==> src/hdl/cu_cfg.svh <==
`ifndef CU_CFG_SVH
`define CU_CFG_SVH

// Widths shared by the control unit packages

// One instruction byte per fetch
`define CU_INSTR_W 8

// Upper nibble selects the instruction group
`define CU_OPCODE_W 4

// Four general registers R0..R3
`define CU_REG_IDX_W 2

// ALU operation code carried to the execute stage
`define CU_ALU_OP_W 4

`endif

==> src/hdl/isa_pkg.sv <==
`include "cu_cfg.svh"

package isa_pkg;

    typedef logic [`CU_REG_IDX_W-1:0] reg_idx_t;

    typedef enum logic [`CU_OPCODE_W-1:0] {
        OP_NOP         = 4'd0,
        OP_MOV         = 4'd1,
        OP_ADD         = 4'd2,
        OP_SUB         = 4'd3,
        OP_AND         = 4'd4,
        OP_OR          = 4'd5,
        OP_ROT_CARRY   = 4'd6,   // RLC, RRC, SETC, CLRC
        OP_UNARY       = 4'd8,   // NOT, NEG, INC, DEC
        OP_COND_BRANCH = 4'd9,   // JZ, JN, JC, JV
        OP_LOOP        = 4'd10,
        OP_JUMP        = 4'd11,  // JMP, CALL, RET, RTI
        OP_LOAD_STORE  = 4'd12   // LDM, LDD, STD
    } opcode_e;

    // Sub-operation codes taken from the ra field
    localparam logic [1:0] ROT_RLC   = 2'd0;
    localparam logic [1:0] ROT_RRC   = 2'd1;
    localparam logic [1:0] ROT_SETC  = 2'd2;
    localparam logic [1:0] ROT_CLRC  = 2'd3;
    localparam logic [1:0] BRX_Z     = 2'd0;
    localparam logic [1:0] BRX_N     = 2'd1;
    localparam logic [1:0] BRX_C     = 2'd2;
    localparam logic [1:0] BRX_V     = 2'd3;
    localparam logic [1:0] JSUB_JMP  = 2'd0;
    localparam logic [1:0] JSUB_CALL = 2'd1;
    localparam logic [1:0] JSUB_RET  = 2'd2;
    localparam logic [1:0] JSUB_RTI  = 2'd3;
    localparam logic [1:0] LDST_LDM  = 2'd0;
    localparam logic [1:0] LDST_LDD  = 2'd1;
    localparam logic [1:0] LDST_STD  = 2'd2;
    localparam logic [1:0] LDST_RSVD = 2'd3;  // Former LDI slot

    typedef struct packed {
        logic [`CU_OPCODE_W-1:0]                             opcode;
        reg_idx_t                                            ra;  // Also brx
        logic [`CU_INSTR_W-`CU_OPCODE_W-`CU_REG_IDX_W-1:0]  rb;  // Remaining low bits
    } instr_t;

    typedef struct packed {
        logic z;
        logic n;
        logic c;
        logic v;
    } flags_t;

    typedef enum logic [3:0] {
        CLS_NOP, CLS_ALU, CLS_ROTATE, CLS_FLAG_SET, CLS_FLAG_CLR,
        CLS_UNARY, CLS_BRANCH, CLS_LOOP, CLS_JUMP, CLS_LDST
    } instr_class_e;

    typedef struct packed {
        instr_class_e             cls;
        logic [1:0]               sub;       // ra field reused as sub-op
        reg_idx_t                 ra;
        reg_idx_t                 rb;
        logic [`CU_ALU_OP_W-1:0]  alu_op;
        logic                     two_byte;  // LDM, LDD, STD
        logic                     is_loop;
    } decoded_t;

endpackage
==> src/hdl/ctrl_pkg.sv <==
`include "cu_cfg.svh"

package ctrl_pkg;

    import isa_pkg::*;

    typedef enum logic [1:0] {
        IDLE        = 2'd0,  // Normal issue
        FETCH2      = 2'd1,  // Second byte of LDM, LDD, STD
        INT_HANDLE  = 2'd2,  // Interrupt entry
        LOOP_DECIDE = 2'd3   // LOOP branch decision
    } cu_state_e;

    typedef enum logic [2:0] {
        PC_INC   = 3'd0,  // PC+1
        PC_INC2  = 3'd1,  // PC+2
        PC_REG   = 3'd2,  // PC from R[rb]
        PC_STACK = 3'd3,  // Popped return address
        PC_VEC0  = 3'd4,  // M[0]
        PC_VEC1  = 3'd5   // M[1] interrupt vector
    } pc_src_e;

    typedef enum logic [1:0] {
        ADDR_PC  = 2'd0,
        ADDR_REG = 2'd1,  // Register-indirect, no user left
        ADDR_SP  = 2'd2,
        ADDR_IMM = 2'd3
    } mem_addr_sel_e;

    typedef enum logic [2:0] {
        WB_MEM = 3'd0,
        WB_PC  = 3'd1,
        WB_IMM = 3'd2,
        WB_ALU = 3'd3
    } wb_sel_e;

    typedef enum logic [`CU_ALU_OP_W-1:0] {
        ALU_NONE   = 4'd0,
        ALU_PASS_B = 4'd1,  // MOV
        ALU_ADD    = 4'd2,
        ALU_SUB    = 4'd3,
        ALU_AND    = 4'd4,
        ALU_OR     = 4'd5,
        ALU_ROT    = 4'd6,  // RLC and RRC share it
        ALU_UNARY  = 4'd8   // Unary group and LOOP decrement
    } alu_op_e;

    typedef struct packed {
        alu_op_e alu_op;
        logic    dec_ra;  // Decrement ra instead of unary op
    } alu_ctrl_t;

    typedef struct packed {
        logic     reg_write;
        reg_idx_t reg_dest;
        wb_sel_e  wb_sel;
    } rf_ctrl_t;

    typedef struct packed {
        logic          mem_read;
        logic          mem_write;
        mem_addr_sel_e addr_sel;
        logic          stack_push;
        logic          stack_pop;
        logic          push_pc_next;  // 1 pushes PC+1, 0 pushes PC
        logic          pop_to_pc;
    } mem_ctrl_t;

    typedef struct packed {
        logic    pc_write;
        pc_src_e pc_src;
        logic    ir_write;
        logic    imm_write;
        logic    flush;  // Kill the fetched instruction
    } pc_ctrl_t;

    typedef struct packed {
        logic setc;
        logic clrc;
        logic save_flags;
        logic restore_flags;
        logic interrupt_save;
    } flag_ctrl_t;

    typedef struct packed {
        alu_ctrl_t  alu;
        rf_ctrl_t   rf;
        mem_ctrl_t  mem;
        pc_ctrl_t   pc;
        flag_ctrl_t flag;
    } ctrl_bundle_t;

endpackage

==> src/hdl/control_unit.sv <==
`timescale 1ns/1ps

module control_unit
    import isa_pkg::*;
    import ctrl_pkg::*;
(
    input  logic         clk,
    input  logic         rst,
    input  instr_t       instr,
    input  flags_t       flags,
    input  logic         interrupt,
    output ctrl_bundle_t ctrl
);

    decoded_t  decoded;  // Shared by sequencer and encoder
    cu_state_e state;

    // Opcode classification
    instr_decoder u_decoder (
        .instr   (instr),
        .decoded (decoded)
    );

    // Two-byte, loop and interrupt sequencing
    cu_sequencer u_sequencer (
        .clk       (clk),
        .rst       (rst),
        .interrupt (interrupt),
        .decoded   (decoded),
        .state     (state)
    );

    // Control bundle and branch resolution
    ctrl_encoder u_encoder (
        .state   (state),
        .decoded (decoded),
        .flags   (flags),
        .ctrl    (ctrl)
    );

endmodule

==> src/hdl/ctrl_encoder.sv <==
`timescale 1ns/1ps

module ctrl_encoder
    import isa_pkg::*;
    import ctrl_pkg::*;
(
    input  cu_state_e    state,
    input  decoded_t     decoded,
    input  flags_t       flags,
    output ctrl_bundle_t ctrl
);

    logic br_taken;

    // Branch condition picked by brx
    always_comb begin
        case (decoded.sub)
            BRX_Z:   br_taken = flags.z;
            BRX_N:   br_taken = flags.n;
            BRX_C:   br_taken = flags.c;
            BRX_V:   br_taken = flags.v;
            default: br_taken = 1'b0;
        endcase
    end

    always_comb begin
        ctrl                  = '0;        // Everything inactive
        ctrl.alu.alu_op       = ALU_NONE;
        ctrl.rf.wb_sel        = WB_MEM;
        ctrl.mem.addr_sel     = ADDR_PC;
        ctrl.pc.pc_src        = PC_INC;

        case (state)
            FETCH2: begin
                ctrl.mem.mem_read = 1'b1;    // Second byte from PC
                ctrl.pc.ir_write  = 1'b1;
                ctrl.pc.pc_write  = 1'b1;
                ctrl.pc.pc_src    = PC_INC;  // Net PC+2 over both cycles
            end

            INT_HANDLE: begin
                ctrl.flag.save_flags     = 1'b1;
                ctrl.flag.interrupt_save = 1'b1;
                ctrl.mem.stack_push      = 1'b1;
                ctrl.mem.push_pc_next    = 1'b0;  // Refetch interrupted instr
                ctrl.mem.mem_write       = 1'b1;
                ctrl.mem.mem_read        = 1'b1;  // Vector read
                ctrl.mem.addr_sel        = ADDR_SP;
                ctrl.pc.pc_write         = 1'b1;
                ctrl.pc.pc_src           = PC_VEC1;
                ctrl.pc.flush            = 1'b1;
            end

            LOOP_DECIDE: begin
                ctrl.pc.pc_write  = 1'b1;
                ctrl.pc.ir_write  = 1'b1;
                ctrl.mem.mem_read = 1'b1;
                if (!flags.z) begin
                    ctrl.pc.pc_src = PC_REG;  // Counter not yet zero
                    ctrl.pc.flush  = 1'b1;
                end else begin
                    ctrl.pc.pc_src = PC_INC;  // Fall out of the loop
                end
            end

            default: begin
                // Normal issue, per-class table
                ctrl.mem.mem_read = 1'b1;
                ctrl.pc.pc_write  = 1'b1;
                ctrl.pc.pc_src    = PC_INC;
                ctrl.pc.ir_write  = (decoded.cls != CLS_LDST);  // Hold IR for imm
                ctrl.alu.alu_op   = alu_op_e'(decoded.alu_op);

                case (decoded.cls)
                    CLS_ALU: begin
                        ctrl.rf.reg_write = 1'b1;
                        ctrl.rf.reg_dest  = decoded.ra;
                        ctrl.rf.wb_sel    = WB_ALU;
                    end
                    CLS_ROTATE, CLS_UNARY: begin
                        ctrl.rf.reg_write = 1'b1;
                        ctrl.rf.reg_dest  = decoded.rb;  // Operates in place on rb
                        ctrl.rf.wb_sel    = WB_ALU;
                    end
                    CLS_FLAG_SET: ctrl.flag.setc = 1'b1;
                    CLS_FLAG_CLR: ctrl.flag.clrc = 1'b1;
                    CLS_BRANCH: begin
                        if (br_taken) begin
                            ctrl.pc.pc_src = PC_REG;
                            ctrl.pc.flush  = 1'b1;
                        end
                    end
                    CLS_LOOP: begin
                        ctrl.alu.dec_ra   = 1'b1;  // ra minus one
                        ctrl.rf.reg_write = 1'b1;
                        ctrl.rf.reg_dest  = decoded.ra;
                        ctrl.rf.wb_sel    = WB_ALU;
                    end
                    CLS_JUMP: begin
                        case (decoded.sub)
                            JSUB_JMP: begin
                                ctrl.pc.pc_src = PC_REG;
                                ctrl.pc.flush  = 1'b1;
                            end
                            JSUB_CALL: begin
                                ctrl.pc.pc_src        = PC_REG;  // No flush here
                                ctrl.mem.stack_push   = 1'b1;
                                ctrl.mem.mem_write    = 1'b1;
                                ctrl.mem.addr_sel     = ADDR_SP;
                                ctrl.mem.push_pc_next = 1'b1;    // Return to PC+1
                            end
                            JSUB_RET, JSUB_RTI: begin
                                ctrl.pc.pc_src          = PC_STACK;
                                ctrl.mem.stack_pop      = 1'b1;
                                ctrl.mem.pop_to_pc      = 1'b1;
                                ctrl.pc.flush           = 1'b1;
                                ctrl.flag.restore_flags = (decoded.sub == JSUB_RTI);
                            end
                            default: ctrl.pc.pc_src = PC_INC;
                        endcase
                    end
                    CLS_LDST: begin
                        ctrl.pc.imm_write = 1'b1;  // Latch the second byte
                        case (decoded.sub)
                            LDST_LDM: begin
                                ctrl.rf.reg_write = 1'b1;
                                ctrl.rf.reg_dest  = decoded.rb;
                                ctrl.rf.wb_sel    = WB_IMM;
                            end
                            LDST_LDD: begin
                                ctrl.rf.reg_write = 1'b1;
                                ctrl.rf.reg_dest  = decoded.rb;
                                ctrl.rf.wb_sel    = WB_MEM;
                                ctrl.mem.addr_sel = ADDR_IMM;  // Effective address
                            end
                            LDST_STD: begin
                                ctrl.mem.mem_write = 1'b1;
                                ctrl.mem.addr_sel  = ADDR_IMM;
                            end
                            default: ctrl.pc.imm_write = 1'b1;
                        endcase
                    end
                    default: ctrl.pc.pc_src = PC_INC;  // NOP just advances
                endcase
            end
        endcase
    end

endmodule

==> src/hdl/cu_sequencer.sv <==
`timescale 1ns/1ps

module cu_sequencer
    import isa_pkg::*;
    import ctrl_pkg::*;
(
    input  logic      clk,
    input  logic      rst,
    input  logic      interrupt,
    input  decoded_t  decoded,
    output cu_state_e state
);

    cu_state_e state_next;

    // State register
    always_ff @(posedge clk) begin
        if (rst) begin
            state <= IDLE;
        end else begin
            state <= state_next;
        end
    end

    // Interrupt wins over the two-byte and loop paths
    always_comb begin
        state_next = IDLE;  // Default return to issue
        case (state)
            IDLE: begin
                if (interrupt) begin
                    state_next = INT_HANDLE;
                end else if (decoded.two_byte) begin
                    state_next = FETCH2;       // Fetch the immediate byte
                end else if (decoded.is_loop) begin
                    state_next = LOOP_DECIDE;  // Decide once ra is updated
                end else begin
                    state_next = IDLE;
                end
            end
            FETCH2: begin
                if (interrupt) begin
                    state_next = INT_HANDLE;
                end else begin
                    state_next = IDLE;
                end
            end
            LOOP_DECIDE: begin
                if (interrupt) begin
                    state_next = INT_HANDLE;
                end else begin
                    state_next = IDLE;
                end
            end
            INT_HANDLE: begin
                state_next = IDLE;  // Single entry cycle
            end
            default: begin
                state_next = IDLE;
            end
        endcase
    end

endmodule

==> src/hdl/instr_decoder.sv <==
`timescale 1ns/1ps

module instr_decoder
    import isa_pkg::*;
    import ctrl_pkg::*;
(
    input  instr_t   instr,
    output decoded_t decoded
);

    // Classify the byte and pick the ALU operation per group
    always_comb begin
        decoded          = '0;
        decoded.cls      = CLS_NOP;     // Unknown opcodes behave as NOP
        decoded.sub      = instr.ra;    // Sub-op always lives in ra
        decoded.ra       = instr.ra;
        decoded.rb       = instr.rb;
        decoded.alu_op   = ALU_NONE;
        decoded.two_byte = 1'b0;
        decoded.is_loop  = 1'b0;

        case (instr.opcode)
            OP_MOV: begin
                decoded.cls    = CLS_ALU;
                decoded.alu_op = ALU_PASS_B;  // R[ra] gets R[rb]
            end
            OP_ADD: begin
                decoded.cls    = CLS_ALU;
                decoded.alu_op = ALU_ADD;
            end
            OP_SUB: begin
                decoded.cls    = CLS_ALU;
                decoded.alu_op = ALU_SUB;
            end
            OP_AND: begin
                decoded.cls    = CLS_ALU;
                decoded.alu_op = ALU_AND;
            end
            OP_OR: begin
                decoded.cls    = CLS_ALU;
                decoded.alu_op = ALU_OR;
            end
            OP_ROT_CARRY: begin
                case (instr.ra)
                    ROT_RLC, ROT_RRC: begin
                        decoded.cls    = CLS_ROTATE;
                        decoded.alu_op = ALU_ROT;  // Direction comes from ra
                    end
                    ROT_SETC: decoded.cls = CLS_FLAG_SET;
                    ROT_CLRC: decoded.cls = CLS_FLAG_CLR;
                    default:  decoded.cls = CLS_NOP;
                endcase
            end
            OP_UNARY: begin
                decoded.cls    = CLS_UNARY;
                decoded.alu_op = ALU_UNARY;  // NOT, NEG, INC, DEC by ra
            end
            OP_COND_BRANCH: begin
                decoded.cls = CLS_BRANCH;  // Condition resolved downstream
            end
            OP_LOOP: begin
                decoded.cls     = CLS_LOOP;
                decoded.alu_op  = ALU_UNARY;  // Used with dec_ra
                decoded.is_loop = 1'b1;       // Extra decide cycle
            end
            OP_JUMP: begin
                decoded.cls = CLS_JUMP;
            end
            OP_LOAD_STORE: begin
                // Slot 3 had no load/store meaning and stays a NOP
                if (instr.ra != LDST_RSVD) begin
                    decoded.cls      = CLS_LDST;
                    decoded.two_byte = 1'b1;  // Immediate follows
                end
            end
            default: begin
                decoded.cls = CLS_NOP;  // 7, 13, 14, 15 land here
            end
        endcase
    end

endmodule

==> config.mk <==
export PLATFORM = sky130hd
export DESIGN_NAME = control_unit
export DESIGN_NICKNAME = d
export VERILOG_FILES = /design/src/hdl/isa_pkg.sv /design/src/hdl/ctrl_pkg.sv /design/src/hdl/control_unit.sv /design/src/hdl/ctrl_encoder.sv /design/src/hdl/cu_sequencer.sv /design/src/hdl/instr_decoder.sv
export VERILOG_INCLUDE_DIRS = /design/src /design/src/hdl
export SDC_FILE = /design/constraint.sdc
export NUM_CORES = 1
export LEC_CHECK = 0
export BUFFER_PORTS_ARGS = -buffer_cell sky130_fd_sc_hd__clkbuf_2
export CAP_MARGIN = 10
export CELL_PAD_IN_SITES_DETAIL_PLACEMENT = 0
export CELL_PAD_IN_SITES_GLOBAL_PLACEMENT = 2
export CORE_MARGIN = 5
export CORE_UTILIZATION = 23
export CTS_CLUSTER_DIAMETER = 60
export DETAILED_ROUTE_END_ITERATION = 7
export GPL_ROUTABILITY_DRIVEN = 0
export PLACE_DENSITY_LB_ADDON = 0.1
export REMOVE_ABC_BUFFERS = 1
export SYNTH_ARGS = -nofsm -noshare
export SYNTH_HDL_FRONTEND = slang
export SYNTH_SLANG_ARGS = --single-unit
==> constraint.sdc <==
create_clock -name clk -period 3.9 [get_ports clk]
set_input_delay 0.585 -clock clk [delete_from_list [all_inputs] [get_ports clk]]
set_output_delay 0.585 -clock clk [all_outputs]
set_load 0.01 [all_outputs]
# Word-level counts from Yosys, hierarchy flattened
# Cells that the tools add are included.
# word_totals
ff_bits,2
input_bits,15
output_inout_bits,31
wordCells,90
# classes
n_eq_ne,28
mux,49
n_reduce_logical,12
# op_table
operator,count
$pmux W4 S7,2
$eq A4 B3 Y1 const B,7
$eq A4 B4 Y1 const B,7
$mux W1,21
$pmux W3 S2,3
$pmux W6 S3,1
$eq A4 B2 Y1 const B,4
$mux W2,8
$reduce_or A2 Y1,7
$mux W4,3
$pmux W4 S3,1
$pmux W6 S2,1
$mux W11,1
$pmux W3 S3,1
$eq A2 B2 Y1 const B,4
$eq A4 B1 Y1 const B,2
$pmux W4 S2,1
$pmux W2 S3,1
$reduce_or A3 Y1,2
$reduce_or A5 Y1,1
$eq A2 B1 Y1 const B,2
$logic_not A2 Y1,2
$ne A4 B4 Y1 const B,1
$pmux W1 S2,2
4 further kinds,4

# Longest topological paths before layout
# logic_depth
depth_word,8
depth_mapped,6
ltp_nobuf,6

# Cells and area by module
# From an unflattened synthesis, not the netlist that was laid out.
# hier_totals
cells_unflattened,128
hier_area_um2,860.8
# modules_own_cells
mod,n_inst,cells_per_inst,area_per_inst_um2,seq_area_each_um2
ctrl_encoder,1,83,551.8,0.0
instr_decoder,1,37,224.0,0.0
cu_sequencer,1,8,85.1,40.0

# Worst setup path after synthesis
# Ideal clock, no wire load.
# synth_timing
path_kind,input to output
startpoint,input port instr[2] (netlist bit)
endpoint,output port ctrl[23] (netlist bit)
arrival_time_ps,1746
t_required_ps,3315
slack_ps,1569
cell_stages,6
n_path_buf,1
path_cell_list,ha_1 > buf_2 > xor2_1 > nor2_1 > o211ai_2 > a221oi_1
# synth_lines
item,line,text
start: declaration,control_unit.sv:9,"input instr_t instr,"
end: declaration,control_unit.sv:12,output ctrl_bundle_t ctrl

==> results.sh <==
export IMPL_viasPerCell=4.52
export IMPL_clkTransAtPathRegs_ns=0.03
export IMPL_start_util=0.241
export IMPL_ys_seq_area_frac=0.0544
export IMPL_core_sq_um=3050
export IMPL_layout_commonest_cell="clkbuf_2"
export IMPL_cp_start_kind="input port"
export IMPL_num_vias=800
export IMPL_clock_sinks=2
export IMPL_grt_max_degree=18
export IMPL_firstDrtPassIters=4
export IMPL_wl_per_cell_microns=13.5
export IMPL_finalWirelength_mm=2.39
export IMPL_syn_area_per_cell_sq_um=7.43
export IMPL_drtAntennaViolNets=0
export IMPL_drc=0
export IMPL_layout_common_cells="clkbuf_2, nor2_1, o21ai_0"
export IMPL_worstPathArrival_ns=2.08
export IMPL_largest_reg_flops=2
export IMPL_max_cap_violations=0
export IMPL_crit_type="in -> out"
export IMPL_p_leak_nw=0.480
export IMPL_whs_ns=0.552
export IMPL_switchingPower_uw=65.0
export IMPL_reg2reg_slack_ns=2.64
export IMPL_switching_share=0.413
export IMPL_postSynthCellCount=99
export IMPL_portBuffers=42
export IMPL_tns_ns=0
export IMPL_layout_area_overhead_vs_synth_pct=26.5
export IMPL_power_density_nw_per_um2=169
export IMPL_fin_util=0.305
export IMPL_top_register="u_sequencer.state"
export IMPL_diodes=0
export IMPL_p_int_uw=92.3
export IMPL_crit_family="compound AO/OA/AOI/OAI gates"
export IMPL_h_tree_depth=1
export IMPL_place_detailed_hpwl_mm=1.92
export IMPL_fp_dieW_microns=66.6
export IMPL_cp_data_required_time_ns=3.31
export IMPL_fin_cells=177
export IMPL_overflow=0
export IMPL_ys_warn_count=0
export IMPL_crit_path_end_kind="primary output"
export IMPL_seqPwrFrac=0.144
export IMPL_clkLatencyLatePin_ns=0.22
export IMPL_tritoncts="built"
export IMPL_p_comb_frac=0.575
export IMPL_slowest_delay_ns=0.32
export IMPL_crit_buf_inv=3
export IMPL_fin_nets=156
export IMPL_p_clk_frac=0.281
export IMPL_hold_violations=0
export IMPL_ys_seq_elements=2
export IMPL_synth_area_sq_um=736
export IMPL_crit_path_max_fanout=6
export IMPL_cts_root_buf="clkbuf_4"
export IMPL_fin_crit_sh=0.685
export IMPL_synthDistinctLibCells=40
export IMPL_drv_slew=0
export IMPL_reg_top3="u_sequencer.state: 2 flops"
export IMPL_hold_buffers=0
export IMPL_rows=20
export IMPL_rsz0062_at_grt="false"
export IMPL_vdd_drop_max_mv=0.0539
export IMPL_grt_antenna_before_repair=0
export IMPL_crit_chain="clkbuf_2 -> inv_1 -> ha_1 -> xor2_1 -> nor2_1 -> o211ai_2 -> a221oi_1 -> clkbuf_2"
export IMPL_fin_crit_ns=2.67
export IMPL_grt_pass1_wl_mm=3.76
export IMPL_hp_class="in -> reg"
export IMPL_numCtsBuffers=3
export IMPL_crit_slowest_cell="a221oi_1"
export IMPL_dp_cells=174
export IMPL_fin_worst_skew_ns=0.00320
export IMPL_drive_gt1_frac=0.421
export IMPL_clockBufferDepth=2
export IMPL_setup_viol_count_final=0
export IMPL_drtIter0Drc=34
export IMPL_cts_repair_resized=0
export IMPL_boundaryPins=46
export IMPL_critical_path_most_common_cell="clkbuf_2"
export IMPL_die_y_microns=66.6
export IMPL_fmax_mhz=375
export IMPL_status="completed"
export IMPL_post_cts_setup_buffers=0
export IMPL_track_usage=0.110
export IMPL_dieArea_sq_um=4430
export IMPL_grt_pass1_vias=788
[power by group through the flow]
stage	Combinational (mW)	Sequential, mW	Clock, mW
2_1_floorplan	0.0513	0.0225	0
6_report	0.0905	0.0226	0.0442
5_1_grt	0.100	0.0228	0.0492
3_3_place_gp	0.0918	0.0229	0
4_1_cts	0.0919	0.0226	0.0462
3_5_place_dp	0.0916	0.0229	0
[cell type report]
type / count / area [sq um]
Inverter: 3 / 11.3
Timing Repair Buffer: 42 / 210
Multi-Input combinational cell: 83 / 592
Clock buffer: 3 / 22.5
Tap cell: 44 / 55.1
Fill cell: 366 / 2120
Sequential cell: 2 / 40.0
[through the flow]
stage / area [sq um] / total power, mW / setup slack [ns]
floorplan: 643 / 0.0739 / 1.56
global placement: 908 / 0.115 / 1.28
detailed placement: 908 / 0.114 / 1.20
CTS: 931 / 0.161 / 1.19
global route: 931 / 0.172 / 1.05
finish: 931 / 0.157 / 1.23
[worst reg2reg max path, stage by stage, from the launching register on]
cell	delay, ns
dfxtp_1	0.34
or2_2	0.45
a2111oi_2	0.36
[layer usage]
metal	wire, microns	global-route usage	vias to the layer above
li1	-	-	411
met1	1160	0.152	365
met2	1120	0.166	24
met3	122	0.0287	0
met4	0	0.0305	0
met5	0	0	-
[kinds of logic (layout without fill, tap and decap cells)]
family	count (synthesis)	after routing	share of synthesized area
AO/OA/AOI/OAI	28	28	0.267
XOR/XNOR	1	1	0.0119
adder cells (fa/ha/maj)	6	6	0.102
buffers and inverters	15	48	0.146
flip-flops	2	2	0.0544
other	2	3	0.0102
AND/OR/NAND/NOR	45	45	0.408
[cells in the mapped netlist (all sizes together)]
| library cell | n | area share |
|---|---|---|
| or2 | 2 | 0.017 |
| nor4b | 2 | 0.044 |
| o21ai | 9 | 0.061 |
| ha | 6 | 0.10 |
| a2111oi | 1 | 0.020 |
| nand4b | 1 | 0.012 |
| o21a | 1 | 0.010 |
| and2 | 4 | 0.034 |
| a22oi | 1 | 0.010 |
| nand4bb | 1 | 0.015 |
| and3 | 3 | 0.026 |
| a21o | 2 | 0.020 |
| conb | 2 | 0.010 |
| buf | 12 | 0.13 |
| nor3b | 1 | 0.010 |
| xor2 | 1 | 0.012 |
| nand3b | 1 | 0.010 |
| nor2 | 12 | 0.075 |
| o22ai | 1 | 0.0085 |
| a2bb2o | 1 | 0.027 |
| nand2b | 4 | 0.034 |
| nor3 | 3 | 0.020 |
| inv | 3 | 0.015 |
| a211oi | 1 | 0.010 |
| a21oi | 7 | 0.048 |
| nor2b | 4 | 0.034 |
| a221oi | 2 | 0.024 |
| o211ai | 1 | 0.017 |
| or4 | 1 | 0.015 |
| dfxtp | 2 | 0.054 |
| o21bai | 1 | 0.010 |
| and4b | 3 | 0.043 |
| nand2 | 3 | 0.019 |
[final timing paths]
path                         from                    to  cells past startpoint
max                      instr[2]              ctrl[23]                      8
min                           rst  u_sequencer.state[0]                      2
max reg2reg  u_sequencer.state[0]  u_sequencer.state[0]                      2
min reg2reg  u_sequencer.state[0]  u_sequencer.state[1]                      3
No activity file was read; power rests on OpenSTA's default activity.
